**src/hw/uart_echo_pkg.sv**
```systemverilog
// Constants and types shared by the UART echo design
// Fixed 50 MHz clock and 115200 baud, 8N1 frames only
// BIT_CYCLES must fit in timer_cnt_t if the rates change
`default_nettype none

package uart_echo_pkg;

    // Clock and serial rate
    localparam int CLK_HZ      = 50_000_000;
    localparam int BAUD_RATE   = 115_200;
    // 434 clocks per bit at these rates
    localparam int BIT_CYCLES  = CLK_HZ / BAUD_RATE;
    localparam int HALF_CYCLES = BIT_CYCLES / 2;

    // Line limits
    localparam int LINE_MAX = 128;
    // Idle bit times that close a line
    localparam int GAP_BITS = 20;

    // Widths with a meaning
    typedef logic [7:0] byte_t;
    // 0 to 128, so one bit wider than the address
    typedef logic [7:0] line_len_t;
    typedef logic [6:0] line_addr_t;
    typedef logic [8:0] timer_cnt_t;
    typedef logic [4:0] gap_cnt_t;
    // Frame bit index, start = 0, stop = 9
    typedef logic [3:0] bit_idx_t;

    // Compare values at the typed widths
    localparam timer_cnt_t BIT_LAST  = timer_cnt_t'(BIT_CYCLES - 1);
    localparam timer_cnt_t MID_LAST  = timer_cnt_t'(HALF_CYCLES - 1);
    localparam line_len_t  LINE_FULL = line_len_t'(LINE_MAX);
    localparam gap_cnt_t   GAP_DONE  = gap_cnt_t'(GAP_BITS);
    localparam bit_idx_t   STOP_IDX  = 4'd9;

    // Line terminator sent after every echo
    localparam byte_t CR_CHAR = 8'h0D;
    localparam byte_t LF_CHAR = 8'h0A;

    // Receiver result
    typedef struct packed {
        byte_t data;
        logic  frame_err;
    } rx_byte_t;

    // Write command into the line memory
    typedef struct packed {
        logic  wr_en;
        byte_t data;
        logic  clear;
    } line_wr_t;

    // Echo controller states
    typedef enum logic [2:0] {
        ST_IDLE,
        ST_COLLECT,
        ST_READ,
        ST_SEND,
        ST_WAIT,
        ST_CR,
        ST_LF
    } echo_state_t;

endpackage

`default_nettype wire

```
**src/hw/bit_timer.sv**
```systemverilog
// Bit period counter, held at zero while run is low
// tick and mid are registered one-cycle strobes
`timescale 1ns/1ns
`default_nettype none

module bit_timer (
    input  wire  sys_clk,
    input  wire  sys_rst_n,
    input  wire  run,
    output logic tick,
    output logic mid
);

    // Position inside the current bit
    uart_echo_pkg::timer_cnt_t cnt;

    always_ff @(posedge sys_clk) begin
        if (!sys_rst_n) begin
            cnt  <= '0;
            tick <= 1'b0;
            mid  <= 1'b0;
        end else if (!run) begin
            // Stopped, restart phase from zero
            cnt  <= '0;
            tick <= 1'b0;
            mid  <= 1'b0;
        end else begin
            // Strobes land BIT_CYCLES and HALF_CYCLES after run rises
            tick <= (cnt == uart_echo_pkg::BIT_LAST);
            mid  <= (cnt == uart_echo_pkg::MID_LAST);
            if (cnt == uart_echo_pkg::BIT_LAST) begin
                cnt <= '0;
            end else begin
                cnt <= cnt + 1'b1;
            end
        end
    end

endmodule

`default_nettype wire

```
**src/hw/line_buffer.sv**
```systemverilog
// Line memory of LINE_MAX bytes, filled in order from address 0
// Writes beyond a full line are dropped
// Read data arrives one cycle after rd_addr
`timescale 1ns/1ns
`default_nettype none

module line_buffer (
    input  wire                             sys_clk,
    input  wire                             sys_rst_n,
    input  wire uart_echo_pkg::line_wr_t    line_wr,
    input  wire uart_echo_pkg::line_addr_t  rd_addr,
    output uart_echo_pkg::byte_t            rd_data,
    output uart_echo_pkg::line_len_t        line_len
);

    uart_echo_pkg::byte_t      mem [uart_echo_pkg::LINE_MAX];
    // Next free slot, equals the byte count
    uart_echo_pkg::line_len_t  wr_ptr;
    logic                      wr_ok;

    // Room left and no clear pending
    assign wr_ok = line_wr.wr_en && !line_wr.clear &&
                   (wr_ptr != uart_echo_pkg::LINE_FULL);

    always_ff @(posedge sys_clk) begin
        if (!sys_rst_n) begin
            wr_ptr <= '0;
        end else if (line_wr.clear) begin
            wr_ptr <= '0;
        end else if (wr_ok) begin
            wr_ptr <= wr_ptr + 1'b1;
        end
    end

    // Storage and registered read port
    always_ff @(posedge sys_clk) begin
        if (wr_ok) begin
            mem[wr_ptr[6:0]] <= line_wr.data;
        end
        rd_data <= mem[rd_addr];
    end

    // count also tells the FSM when the line is full
    assign line_len = wr_ptr;

endmodule

`default_nettype wire

```
**src/hw/line_echo_fsm.sv**
```systemverilog
// Collects a line and echoes it with CR LF
// A line closes on GAP_BITS idle bit times or at LINE_MAX bytes
// Bytes that arrive during an echo are dropped
`timescale 1ns/1ns
`default_nettype none

module line_echo_fsm (
    input  wire                              sys_clk,
    input  wire                              sys_rst_n,
    input  wire                              rx_valid,
    input  wire uart_echo_pkg::rx_byte_t     rx_byte,
    input  wire uart_echo_pkg::line_len_t    line_len,
    input  wire uart_echo_pkg::byte_t        rd_data,
    input  wire                              tx_busy,
    output uart_echo_pkg::line_wr_t          line_wr,
    output uart_echo_pkg::line_addr_t        rd_addr,
    output logic                             tx_start,
    output uart_echo_pkg::byte_t             tx_data,
    output uart_echo_pkg::byte_t             rx_data
);

    uart_echo_pkg::echo_state_t state;
    uart_echo_pkg::gap_cnt_t    gap_cnt;
    logic gap_run;
    logic gap_tick;
    logic accept;
    logic tx_busy_d;
    logic tx_done;
    // CR or LF frame already started
    logic tx_sent;

    // Good byte while the line is open
    assign accept = rx_valid && !rx_byte.frame_err &&
                    ((state == uart_echo_pkg::ST_IDLE) ||
                     (state == uart_echo_pkg::ST_COLLECT &&
                      line_len != uart_echo_pkg::LINE_FULL));

    // Any received frame restarts the gap phase
    assign gap_run = (state == uart_echo_pkg::ST_COLLECT) && !rx_valid;

    // Falling busy ends each echoed frame
    assign tx_done = tx_busy_d && !tx_busy;

    bit_timer ins_gap_timer (
        .sys_clk   (sys_clk),
        .sys_rst_n (sys_rst_n),
        .run       (gap_run),
        .tick      (gap_tick),
        .mid       ()
    );

    // Idle bit times since the last frame, saturating
    always_ff @(posedge sys_clk) begin
        if (!sys_rst_n || !gap_run) begin
            gap_cnt <= '0;
        end else if (gap_tick && gap_cnt != uart_echo_pkg::GAP_DONE) begin
            gap_cnt <= gap_cnt + 1'b1;
        end
    end

    always_ff @(posedge sys_clk) begin
        if (!sys_rst_n) begin
            state     <= uart_echo_pkg::ST_IDLE;
            line_wr   <= '0;
            rd_addr   <= '0;
            tx_start  <= 1'b0;
            tx_data   <= '0;
            rx_data   <= '0;
            tx_busy_d <= 1'b0;
            tx_sent   <= 1'b0;
        end else begin
            // Strobes default low
            line_wr   <= '0;
            tx_start  <= 1'b0;
            tx_busy_d <= tx_busy;
            if (accept) begin
                line_wr.wr_en <= 1'b1;
                line_wr.data  <= rx_byte.data;
                rx_data       <= rx_byte.data;
            end
            case (state)
                uart_echo_pkg::ST_IDLE: begin
                    if (accept) begin
                        state <= uart_echo_pkg::ST_COLLECT;
                    end
                end
                uart_echo_pkg::ST_COLLECT: begin
                    // Line end, by gap or full buffer
                    if (gap_cnt == uart_echo_pkg::GAP_DONE ||
                        line_len == uart_echo_pkg::LINE_FULL) begin
                        rd_addr <= '0;
                        state   <= uart_echo_pkg::ST_READ;
                    end
                end
                uart_echo_pkg::ST_READ: begin
                    // rd_data valid next cycle
                    state <= uart_echo_pkg::ST_SEND;
                end
                uart_echo_pkg::ST_SEND: begin
                    if (!tx_busy) begin
                        tx_start <= 1'b1;
                        tx_data  <= rd_data;
                        state    <= uart_echo_pkg::ST_WAIT;
                    end
                end
                uart_echo_pkg::ST_WAIT: begin
                    if (tx_done) begin
                        if (uart_echo_pkg::line_len_t'(rd_addr) + 8'd1 == line_len) begin
                            state <= uart_echo_pkg::ST_CR;
                        end else begin
                            rd_addr <= rd_addr + 1'b1;
                            state   <= uart_echo_pkg::ST_READ;
                        end
                    end
                end
                uart_echo_pkg::ST_CR: begin
                    if (!tx_sent && !tx_busy) begin
                        tx_start <= 1'b1;
                        tx_data  <= uart_echo_pkg::CR_CHAR;
                        tx_sent  <= 1'b1;
                    end else if (tx_sent && tx_done) begin
                        tx_sent <= 1'b0;
                        state   <= uart_echo_pkg::ST_LF;
                    end
                end
                uart_echo_pkg::ST_LF: begin
                    if (!tx_sent && !tx_busy) begin
                        tx_start <= 1'b1;
                        tx_data  <= uart_echo_pkg::LF_CHAR;
                        tx_sent  <= 1'b1;
                    end else if (tx_sent && tx_done) begin
                        // Echo finished, empty the line
                        tx_sent       <= 1'b0;
                        line_wr.clear <= 1'b1;
                        state         <= uart_echo_pkg::ST_IDLE;
                    end
                end
                default: state <= uart_echo_pkg::ST_IDLE;
            endcase
        end
    end

endmodule

`default_nettype wire

```
**src/hw/uart_echo_top.sv**
```systemverilog
// UART line echo, single clock domain
// Fixed baud from the package, no parity, no flow control
// rx_data holds the last good byte of a line
`timescale 1ns/1ns
`default_nettype none

module uart_echo_top (
    input  wire                        sys_clk,
    input  wire                        sys_rst_n,
    input  wire                        uart_rx_port,
    output wire                        uart_tx_port,
    output wire uart_echo_pkg::byte_t  rx_data
);

    // Receiver to FSM
    wire                              rx_valid;
    wire uart_echo_pkg::rx_byte_t     rx_byte;

    // FSM and line memory
    wire uart_echo_pkg::line_wr_t     line_wr;
    wire uart_echo_pkg::line_addr_t   rd_addr;
    wire uart_echo_pkg::byte_t        rd_data;
    wire uart_echo_pkg::line_len_t    line_len;

    // FSM to transmitter
    wire                              tx_start;
    wire uart_echo_pkg::byte_t        tx_data;
    wire                              tx_busy;

    uart_rx ins_uart_rx (
        .sys_clk      (sys_clk),
        .sys_rst_n    (sys_rst_n),
        .uart_rx_port (uart_rx_port),
        .rx_valid     (rx_valid),
        .rx_byte      (rx_byte)
    );

    line_buffer ins_line_buffer (
        .sys_clk   (sys_clk),
        .sys_rst_n (sys_rst_n),
        .line_wr   (line_wr),
        .rd_addr   (rd_addr),
        .rd_data   (rd_data),
        .line_len  (line_len)
    );

    // Owns the gap timer
    line_echo_fsm ins_line_echo_fsm (
        .sys_clk   (sys_clk),
        .sys_rst_n (sys_rst_n),
        .rx_valid  (rx_valid),
        .rx_byte   (rx_byte),
        .line_len  (line_len),
        .rd_data   (rd_data),
        .tx_busy   (tx_busy),
        .line_wr   (line_wr),
        .rd_addr   (rd_addr),
        .tx_start  (tx_start),
        .tx_data   (tx_data),
        .rx_data   (rx_data)
    );

    uart_tx ins_uart_tx (
        .sys_clk      (sys_clk),
        .sys_rst_n    (sys_rst_n),
        .tx_start     (tx_start),
        .tx_data      (tx_data),
        .tx_busy      (tx_busy),
        .uart_tx_port (uart_tx_port)
    );

endmodule

`default_nettype wire

```
**src/hw/uart_rx.sv**
```systemverilog
// 8N1 serial receiver, input is asynchronous
// No parity, one stop bit; bad stop bit flags frame_err
// rx_byte is only meaningful while rx_valid is high
`timescale 1ns/1ns
`default_nettype none

module uart_rx (
    input  wire                     sys_clk,
    input  wire                     sys_rst_n,
    input  wire                     uart_rx_port,
    output logic                    rx_valid,
    output uart_echo_pkg::rx_byte_t rx_byte
);

    // Synchroniser and edge history
    logic rx_meta;
    logic rx_sync;
    logic rx_prev;
    logic start_edge;

    // Frame progress
    logic                    run;
    logic                    mid;
    uart_echo_pkg::bit_idx_t bit_idx;
    uart_echo_pkg::byte_t    shift_reg;

    bit_timer ins_rx_timer (
        .sys_clk   (sys_clk),
        .sys_rst_n (sys_rst_n),
        .run       (run),
        .tick      (),
        .mid       (mid)
    );

    // Two flops into the clock domain, line idles high
    always_ff @(posedge sys_clk) begin
        if (!sys_rst_n) begin
            rx_meta <= 1'b1;
            rx_sync <= 1'b1;
            rx_prev <= 1'b1;
        end else begin
            rx_meta <= uart_rx_port;
            rx_sync <= rx_meta;
            rx_prev <= rx_sync;
        end
    end

    // Falling edge starts a frame
    assign start_edge = rx_prev & ~rx_sync;

    always_ff @(posedge sys_clk) begin
        if (!sys_rst_n) begin
            run      <= 1'b0;
            bit_idx  <= '0;
            rx_valid <= 1'b0;
        end else begin
            rx_valid <= 1'b0;
            if (!run) begin
                if (start_edge) begin
                    run     <= 1'b1;
                    bit_idx <= '0;
                end
            end else if (mid) begin
                if (bit_idx == '0 && rx_sync) begin
                    // Glitch, start bit gone high again
                    run <= 1'b0;
                end else if (bit_idx == uart_echo_pkg::STOP_IDX) begin
                    // Stop bit sampled, hand off the byte
                    run      <= 1'b0;
                    rx_valid <= 1'b1;
                end else begin
                    bit_idx <= bit_idx + 1'b1;
                end
            end
        end
    end

    // Data path, LSB arrives first
    always_ff @(posedge sys_clk) begin
        if (run && mid) begin
            if (bit_idx == uart_echo_pkg::STOP_IDX) begin
                rx_byte.data      <= shift_reg;
                rx_byte.frame_err <= ~rx_sync;
            end else if (bit_idx != '0) begin
                shift_reg <= {rx_sync, shift_reg[7:1]};
            end
        end
    end

endmodule

`default_nettype wire

```
**src/hw/uart_tx.sv**
```systemverilog
// 8N1 serial transmitter, one byte per tx_start
// tx_start is ignored while tx_busy is high
// One frame keeps tx_busy high for 10 bit periods
`timescale 1ns/1ns
`default_nettype none

module uart_tx (
    input  wire                  sys_clk,
    input  wire                  sys_rst_n,
    input  wire                  tx_start,
    input  wire uart_echo_pkg::byte_t tx_data,
    output logic                 tx_busy,
    output logic                 uart_tx_port
);

    logic                    tick;
    uart_echo_pkg::bit_idx_t bit_idx;
    // Data bits then stop bit, start bit goes out directly
    logic [8:0]              shift_reg;

    // Timer runs for exactly the busy window
    bit_timer ins_tx_timer (
        .sys_clk   (sys_clk),
        .sys_rst_n (sys_rst_n),
        .run       (tx_busy),
        .tick      (tick),
        .mid       ()
    );

    always_ff @(posedge sys_clk) begin
        if (!sys_rst_n) begin
            tx_busy      <= 1'b0;
            uart_tx_port <= 1'b1;
            bit_idx      <= '0;
        end else if (!tx_busy) begin
            if (tx_start) begin
                // Start bit begins with busy
                tx_busy      <= 1'b1;
                uart_tx_port <= 1'b0;
                bit_idx      <= '0;
            end
        end else if (tick) begin
            if (bit_idx == uart_echo_pkg::STOP_IDX) begin
                // End of stop bit
                tx_busy      <= 1'b0;
                uart_tx_port <= 1'b1;
            end else begin
                uart_tx_port <= shift_reg[0];
                bit_idx      <= bit_idx + 1'b1;
            end
        end
    end

    // Shifter fills with ones so the last bit out is the stop bit
    always_ff @(posedge sys_clk) begin
        if (!tx_busy && tx_start) begin
            shift_reg <= {1'b1, tx_data};
        end else if (tx_busy && tick) begin
            shift_reg <= {1'b1, shift_reg[8:1]};
        end
    end

endmodule

`default_nettype wire

```
**config.mk**
```make
export PLATFORM = sky130hd
export DESIGN_NAME = uart_echo_top
export DESIGN_NICKNAME = d
export VERILOG_FILES = /design/src/hw/uart_echo_pkg.sv /design/src/hw/bit_timer.sv /design/src/hw/line_buffer.sv /design/src/hw/line_echo_fsm.sv /design/src/hw/uart_echo_top.sv /design/src/hw/uart_rx.sv /design/src/hw/uart_tx.sv
export SDC_FILE = /design/constraint.sdc
export NUM_CORES = 1
export LEC_CHECK = 0
export BUFFER_PORTS_ARGS = -buffer_cell sky130_fd_sc_hd__buf_2
export CORE_MARGIN = 4
export CORE_UTILIZATION = 46
export DETAILED_ROUTE_END_ITERATION = 10
export MAX_ROUTING_LAYER = met4
export SETUP_SLACK_MARGIN = 0.1
export SLEW_MARGIN = 10
export SYNTH_ARGS = -nofsm -noshare
export SYNTH_HDL_FRONTEND = slang
export SYNTH_SLANG_ARGS = --single-unit
```
**constraint.sdc**
```tcl
create_clock -name sys_clk -period 3.1 [get_ports sys_clk]
set_clock_uncertainty 0.1 [all_clocks]
set_input_delay 0.31 -clock sys_clk [delete_from_list [all_inputs] [get_ports sys_clk]]
set_output_delay 0.31 -clock sys_clk [all_outputs]
set_load 0.01 [all_outputs]
```
==> out/metrics.csv, run 1 <==
stage,metric,value,unit
run_status,status,"complete, no violations",
placement,Place WS,97.6,ps
finish,"most common cell after layout, fill and taps aside",edfxtp_1,
flow_run,Max-cap violations,0,
setup_path,Crit. End Element,register,
synthesis,Syn Std Cell Area,45000,um^2
global_route,largest net degree at the start of global routing,129,
finish,most frequent cells in the layout,"edfxtp_1, mux4_2, nor2_1",
sta,Slew @ Worst Pin,1210,ps
placement,Routability Congestion,0.865,
synthesis,post-synthesis cell count,2324,
die,die extent in x,321,um
route,DRT antenna net count,0,
setup_path,Worst Path Required,3550,ps
route,Vias,22771,
cts,CTS tree,done,
finish,# nets final,2527,
synthesis,post-synthesis sequential area ratio,74.7,%
sta,Achievable Freq,0.343,GHz
cts,Clock Tree Root,clkbuf_16,
global_route,Total GRT Usage,21.3,%
finish,"Area growth, synth to finish",15.4,%
die,Core Area,96900,um^2
global_route,vias in the first global route,22942,
die,Initial Util,46.4,%
route,Starting DRT DRC Count,2379,
power,Leakage,13.4,nW
synthesis,#FFs+latches synth,1154,
route,Final Routed Wirelength,105000,um
synthesis,Yosys warnings,0,
setup_path,Setup CP Type,reg -> reg,
cts,Clock Tree Buf Depth,3,
power,VDD IR max,0.484,mV
sta,final setup fails,0,
sta,Slew HR,18.9,%
global_route,initial antenna violation count,2,
route,drt wl/cell,27.1,um
synthesis,"EDFF count, synth",1049,
route,number of remaining DRC errors,0,
setup_path,startpoint types,register,
sta,Fin. Hold Viols,0,
synthesis,Post-Syn Area per Cell,19.3,um^2
sta,Slew Limit Fails,0,
setup_path,crit-path max FO,17,
synthesis,async set-reset flop share out of synthesis,0,%
setup_path,Critical Path AT,3370,ps
cts,clk slew on worst S/H paths,60,ps
sta,unrepaired setup endpoints after global routing,false,
die,row cnt,114,
cts,clk_lat worst skew,710,ps
hold_path,Hold Crit Class,reg -> reg,
global_route,first-pass GRT wire length,157000,um
sta,hold slack final,320,ps
synthesis,Syn Nets,2344,
placement,dpl hpwl,65300,um
finish,fraction of layout instances using a drive strength above 1,25.6,%
sta,"Min Clock Period, post-route",2920,ps
synthesis,"Distinct cells, synth",66,
synthesis,"Top FF cell, synth",edfxtp_1,
finish,post-layout util,53.6,%
cts,cts bufs inserted,117,
die,# IOs,12,
power,power per cell area,611,nW/um^2
sta,period utilization,94.0,%
placement,Buffers on Ports,11,
route,vias per inst,5.86,
sta,final setup margin,185,ps
finish,FILL cells,7432,
cts,H-Tree Depth,3,
die,Die ar.,103000,um^2
finish,number of flip-flops in the largest register,1024,
global_route,global route overflow,0,
sta,Post-Route Setup TNS,0,ps
cts,clk sinks,1154,
route,DRT Pass-1 Iters,5,
die,Die H,321,um
[power by group]
group	switching, mW	total, mW	internal, mW	leakage, nW
sequential	0.00748	16.7	16.7	8.13
combinational	0.0292	0.0466	0.0174	3.28
clock	5.98	14.9	8.97	2.01
total	6.02	31.7	25.7	13.4
[timing repair]
item,4_1_cts,5_1_grt
setup endpoints to repair,2,7
endpoints found under the hold margin,3,0
setup buffers,0,4
gates resized for setup,2,3
cloned,0,1
hold buffers,3,0
pin swaps,0,1
[cells in the mapped netlist, types with 3 or more instances]
library cell / number / area share [%]
nand2_1: 69 / 0.58
a221o_1: 4 / 0.089
buf_4: 15 / 0.25
xnor2_1: 23 / 0.45
o211a_1: 3 / 0.067
and2_1: 8 / 0.11
o32ai_1: 3 / 0.058
xor2_1: 20 / 0.39
a2111oi_0: 5 / 0.097
dfxtp_1: 105 / 4.7
inv_1: 21 / 0.18
ha_1: 17 / 0.47
a31oi_1: 3 / 0.042
nand3_1: 35 / 0.39
and3_1: 22 / 0.31
mux2_2: 9 / 0.23
mux2i_1: 70 / 1.6
nand2b_1: 18 / 0.25
or3_1: 8 / 0.11
a32oi_1: 4 / 0.078
a221oi_1: 19 / 0.37
nand4_1: 6 / 0.084
nor2_1: 210 / 1.8
a21boi_0: 9 / 0.15
a21oi_1: 31 / 0.35
nand3b_1: 6 / 0.10
a211oi_1: 10 / 0.17
or2_2: 4 / 0.056
a22oi_1: 9 / 0.15
buf_2: 41 / 0.46
o21bai_1: 7 / 0.12
o211ai_1: 14 / 0.23
o22ai_1: 17 / 0.24
edfxtp_1: 1049 / 70
o21ai_0: 25 / 0.28
nor2b_1: 29 / 0.40
clkbuf_1: 59 / 0.49
buf_1: 12 / 0.10
mux4_2: 265 / 13
nor3_1: 6 / 0.067
[layout make-up]
type | count | area (um^2) | share of cell area, %
timing repair buffer | 191 | 1750 | 3.38
multi-input combinational | 1021 | 10700 | 20.6
clock buffer | 140 | 3100 | 5.97
inverter | 22 | 82.6 | 0.159
antenna | 2 | 5.00 | 0.00965
sequential | 1154 | 33600 | 64.9
tap | 1276 | 1600 | 3.08
clock inverter | 80 | 1010 | 1.95
[per-layer routing]
layer / vias to the layer above / share of wire [%] / GRT usage (%)
li1: 9770 / - / -
met5: - / 0 / -
met4: 0 / 2.2 / 5.62
met1: 12021 / 43 / 30.4
met2: 829 / 48 / 32.7
met3: 151 / 6.3 / 2.93
[path summary, 6_finish.rpt]
path | from | endpoint | slack, ps | depth (start not counted)
max reg2reg | ins_line_echo_fsm.rd_addr[0] | ins_line_buffer.rd_data[3] | 180 | 7
max | ins_line_echo_fsm.rd_addr[0] | ins_line_buffer.rd_data[3] | 180 | 7
min | ins_uart_rx.shift_reg[0] | ins_uart_rx.rx_byte[1] | 320 | 0
min reg2reg | ins_uart_rx.shift_reg[0] | ins_uart_rx.rx_byte[1] | 320 | 0
[critical path, cell delays in order, from the launching register on]
cell	delay (ps)
dfxtp_4	490
buf_16	230
mux4_2	540
mux2i_1	220
o22ai_1	140
or4_1	680
a21oi_1	220
a21oi_1	120
[stage by stage]
| step | power (mW) | std cells | cell area, um^2 |
|---|---|---|---|
| 4_1_cts | 32.0 | 3879 | 51800 |
| 3_3_place_gp | 17.1 | 3656 | 47700 |
| 3_5_place_dp | 17.1 | 3656 | 47700 |
| 2_1_floorplan | 17.1 | 2324 | 45000 |
| 5_1_grt | 32.7 | 3886 | 51900 |
| 6_report | 31.7 | 3886 | 51900 |
[cells by family (layout without fill, tap and decap cells)]
kind of cell / after synthesis / after routing / synth area share (%)
flops: 1154 / 1154 / 74.7
simple gates: 439 / 439 / 4.55
mux: 344 / 344 / 15.1
compound gates: 178 / 178 / 2.85
buf+inv: 149 / 433 / 1.48
xor+xnor: 43 / 43 / 0.838
fa+ha+maj: 17 / 17 / 0.473
other cells: 0 / 2 / 0
Note: power is estimated with default switching activity, not from simulation.
==> run 2: changes to the inputs <==
Settings changed: MAX_ROUTING_LAYER met4 to not set.
==> out/metrics.csv, run 2 (synthesis results as in run 1) <==
stage,metric,value,unit,change
finish,fin area,51900,um^2,about the same
finish,FILL cells,7435,,+0.040%
placement,Routability Congestion,0.851,,-1.6%
placement,placed instance area,47700,um^2,unchanged
route,vias per inst,5.87,,+0.19%
sta,Achievable Freq,0.341,GHz,-0.62%
route,drt wl/cell,27.1,um,about the same
finish,"Area growth, synth to finish",15.4,%,about the same
finish,area of the multi-input gates,10700,um^2,unchanged
sta,final setup fails,0,,unchanged
route,Vias,22802,,+0.14%
setup_path,Critical Path AT,3380,ps,about the same
run_status,status,"complete, no violations",,
sta,Slew HR,18.7,%,-0.22 points
power,Design Power,31.7,mW,about the same
placement,dpl hpwl,65300,um,unchanged
setup_path,crit-path max FO,17,,unchanged
sta,Slew Limit Fails,0,,unchanged
die,row cnt,114,,unchanged
cts,clk_lat worst skew,710,ps,about the same
sta,"Min Clock Period, post-route",2930,ps,+18.2 ps
global_route,initial antenna violation count,1,,-1
die,die extent in x,321,um,unchanged
cts,cts bufs inserted,117,,unchanged
cts,Clock Tree Root,clkbuf_16,,
sta,period utilization,94.6,%,+0.59 points
setup_path,Setup CP Type,reg -> reg,,
global_route,Total GRT Usage,20.6,%,-0.64 points
finish,fraction of layout instances using a drive strength above 1,25.6,%,unchanged
global_route,first-pass GRT wire length,157000,um,about the same
route,DRT Pass-1 Iters,6,,+1
setup_path,startpoint types,register,,
power,Leakage,13.4,nW,about the same
global_route,vias in the first global route,22982,,+0.17%
sta,Fin. Hold Viols,0,,unchanged
cts,CTS tree,done,,
sta,Post-Route Setup TNS,0,ps,unchanged
die,Die ar.,103000,um^2,unchanged
finish,ant diodes,0,,-2
placement,Place WS,97.6,ps,unchanged
cts,clk sinks,1154,,unchanged
finish,# nets final,2527,,unchanged
power,power per cell area,611,nW/um^2,about the same
route,number of remaining DRC errors,0,,unchanged
die,# IOs,12,,unchanged
cts,Clock Tree Buf Depth,3,,unchanged
hold_path,Hold Crit Class,reg -> reg,,
die,Die H,321,um,unchanged
flow_run,Max-cap violations,0,,unchanged
die,Initial Util,46.4,%,unchanged
global_route,global route overflow,0,,unchanged
setup_path,Crit. End Element,register,,
finish,sequential cell area,33600,um^2,unchanged
power,VDD IR max,0.477,mV,-1.3%
route,DRT antenna net count,0,,unchanged
finish,number of flip-flops in the largest register,1024,,unchanged
route,Starting DRT DRC Count,2221,,-6.6%
finish,"most common cell after layout, fill and taps aside",edfxtp_1,,
sta,Slew @ Worst Pin,1220,ps,+3.35 ps
route,Final Routed Wirelength,105000,um,about the same
setup_path,Worst Path Required,3550,ps,about the same
cts,H-Tree Depth,3,,unchanged
die,Core Area,96900,um^2,unchanged
placement,Buffers on Ports,11,,unchanged
cts,clk slew on worst S/H paths,60,ps,about the same
sta,final setup margin,166,ps,-18.2 ps
finish,most frequent cells in the layout,"edfxtp_1, mux4_2, nor2_1",,
global_route,largest net degree at the start of global routing,129,,unchanged
sta,unrepaired setup endpoints after global routing,false,,
-- run 2: cell count changes in the layout (fill, tap and decap cells not counted), sizes merged --
cell   previous run  this run
diode             2         0
-- run 2: cell type report --
cell class | count | area share, %
flip-flops and latches | 1154 | 64.9
well taps | 1276 | 3.08
clock buffers | 140 | 5.97
clock inverters | 80 | 1.95
repair buffers | 191 | 3.37
multi-input cells | 1021 | 20.6
inverters | 22 | 0.159
-- run 2: critical path: stages (launching register included) --
cell and delay (ps):
dfxtp_4 490, buf_16 230, mux4_2 540, mux2i_1 230, o22ai_1 140, or4_1 690, a21oi_1 220, a21oi_1 120
-- run 2: repair_timing --
action,4_1_cts,5_1_grt
gates resized for setup,2,2
hold endpoints to repair,3,0
hold buffers,3,0
setup buffers,0,4
gates cloned,0,1
setup endpoints to repair,2,7
pin swaps,0,1
-- run 2: final timing paths --
kind	from	end	slack [ps]	depth (start not counted)
hold / removal	ins_uart_rx.rx_meta	ins_uart_rx.rx_sync	310	1
setup reg to reg	ins_line_echo_fsm.rd_addr[0]	ins_line_buffer.rd_data[3]	170	7
hold reg to reg	ins_uart_rx.rx_meta	ins_uart_rx.rx_sync	310	1
setup / recovery	ins_line_echo_fsm.rd_addr[0]	ins_line_buffer.rd_data[3]	170	7
-- run 2: through the flow --
stage | hold slack [ps] | utilization [%] | instances
2_1_floorplan | 286 | - | 2324
4_1_cts | 322 | 53.5 | 3879
3_3_place_gp | 299 | 49.2 | 3656
6_report | 314 | 53.6 | 3884
3_5_place_dp | 307 | 49.2 | 3656
5_1_grt | 325 | 53.6 | 3884
-- run 2: layer usage --
layer | global-route usage, % | wire [um] | vias up
li1 | - | - | 9771
met1 | 30.3 | 44900 | 12035
met2 | 32.7 | 50700 | 847
met3 | 2.94 | 7310 | 147
met4 | 5.79 | 2470 | 2
met5 | 0 | 18 | -
-- run 2: power breakdown --
part           internal, mW  switching (mW)  leakage [nW]
clock network          8.97            5.98          2.01
registers              16.7         0.00745          8.13
logic                0.0174          0.0288          3.28
total                  25.7            6.01          13.4
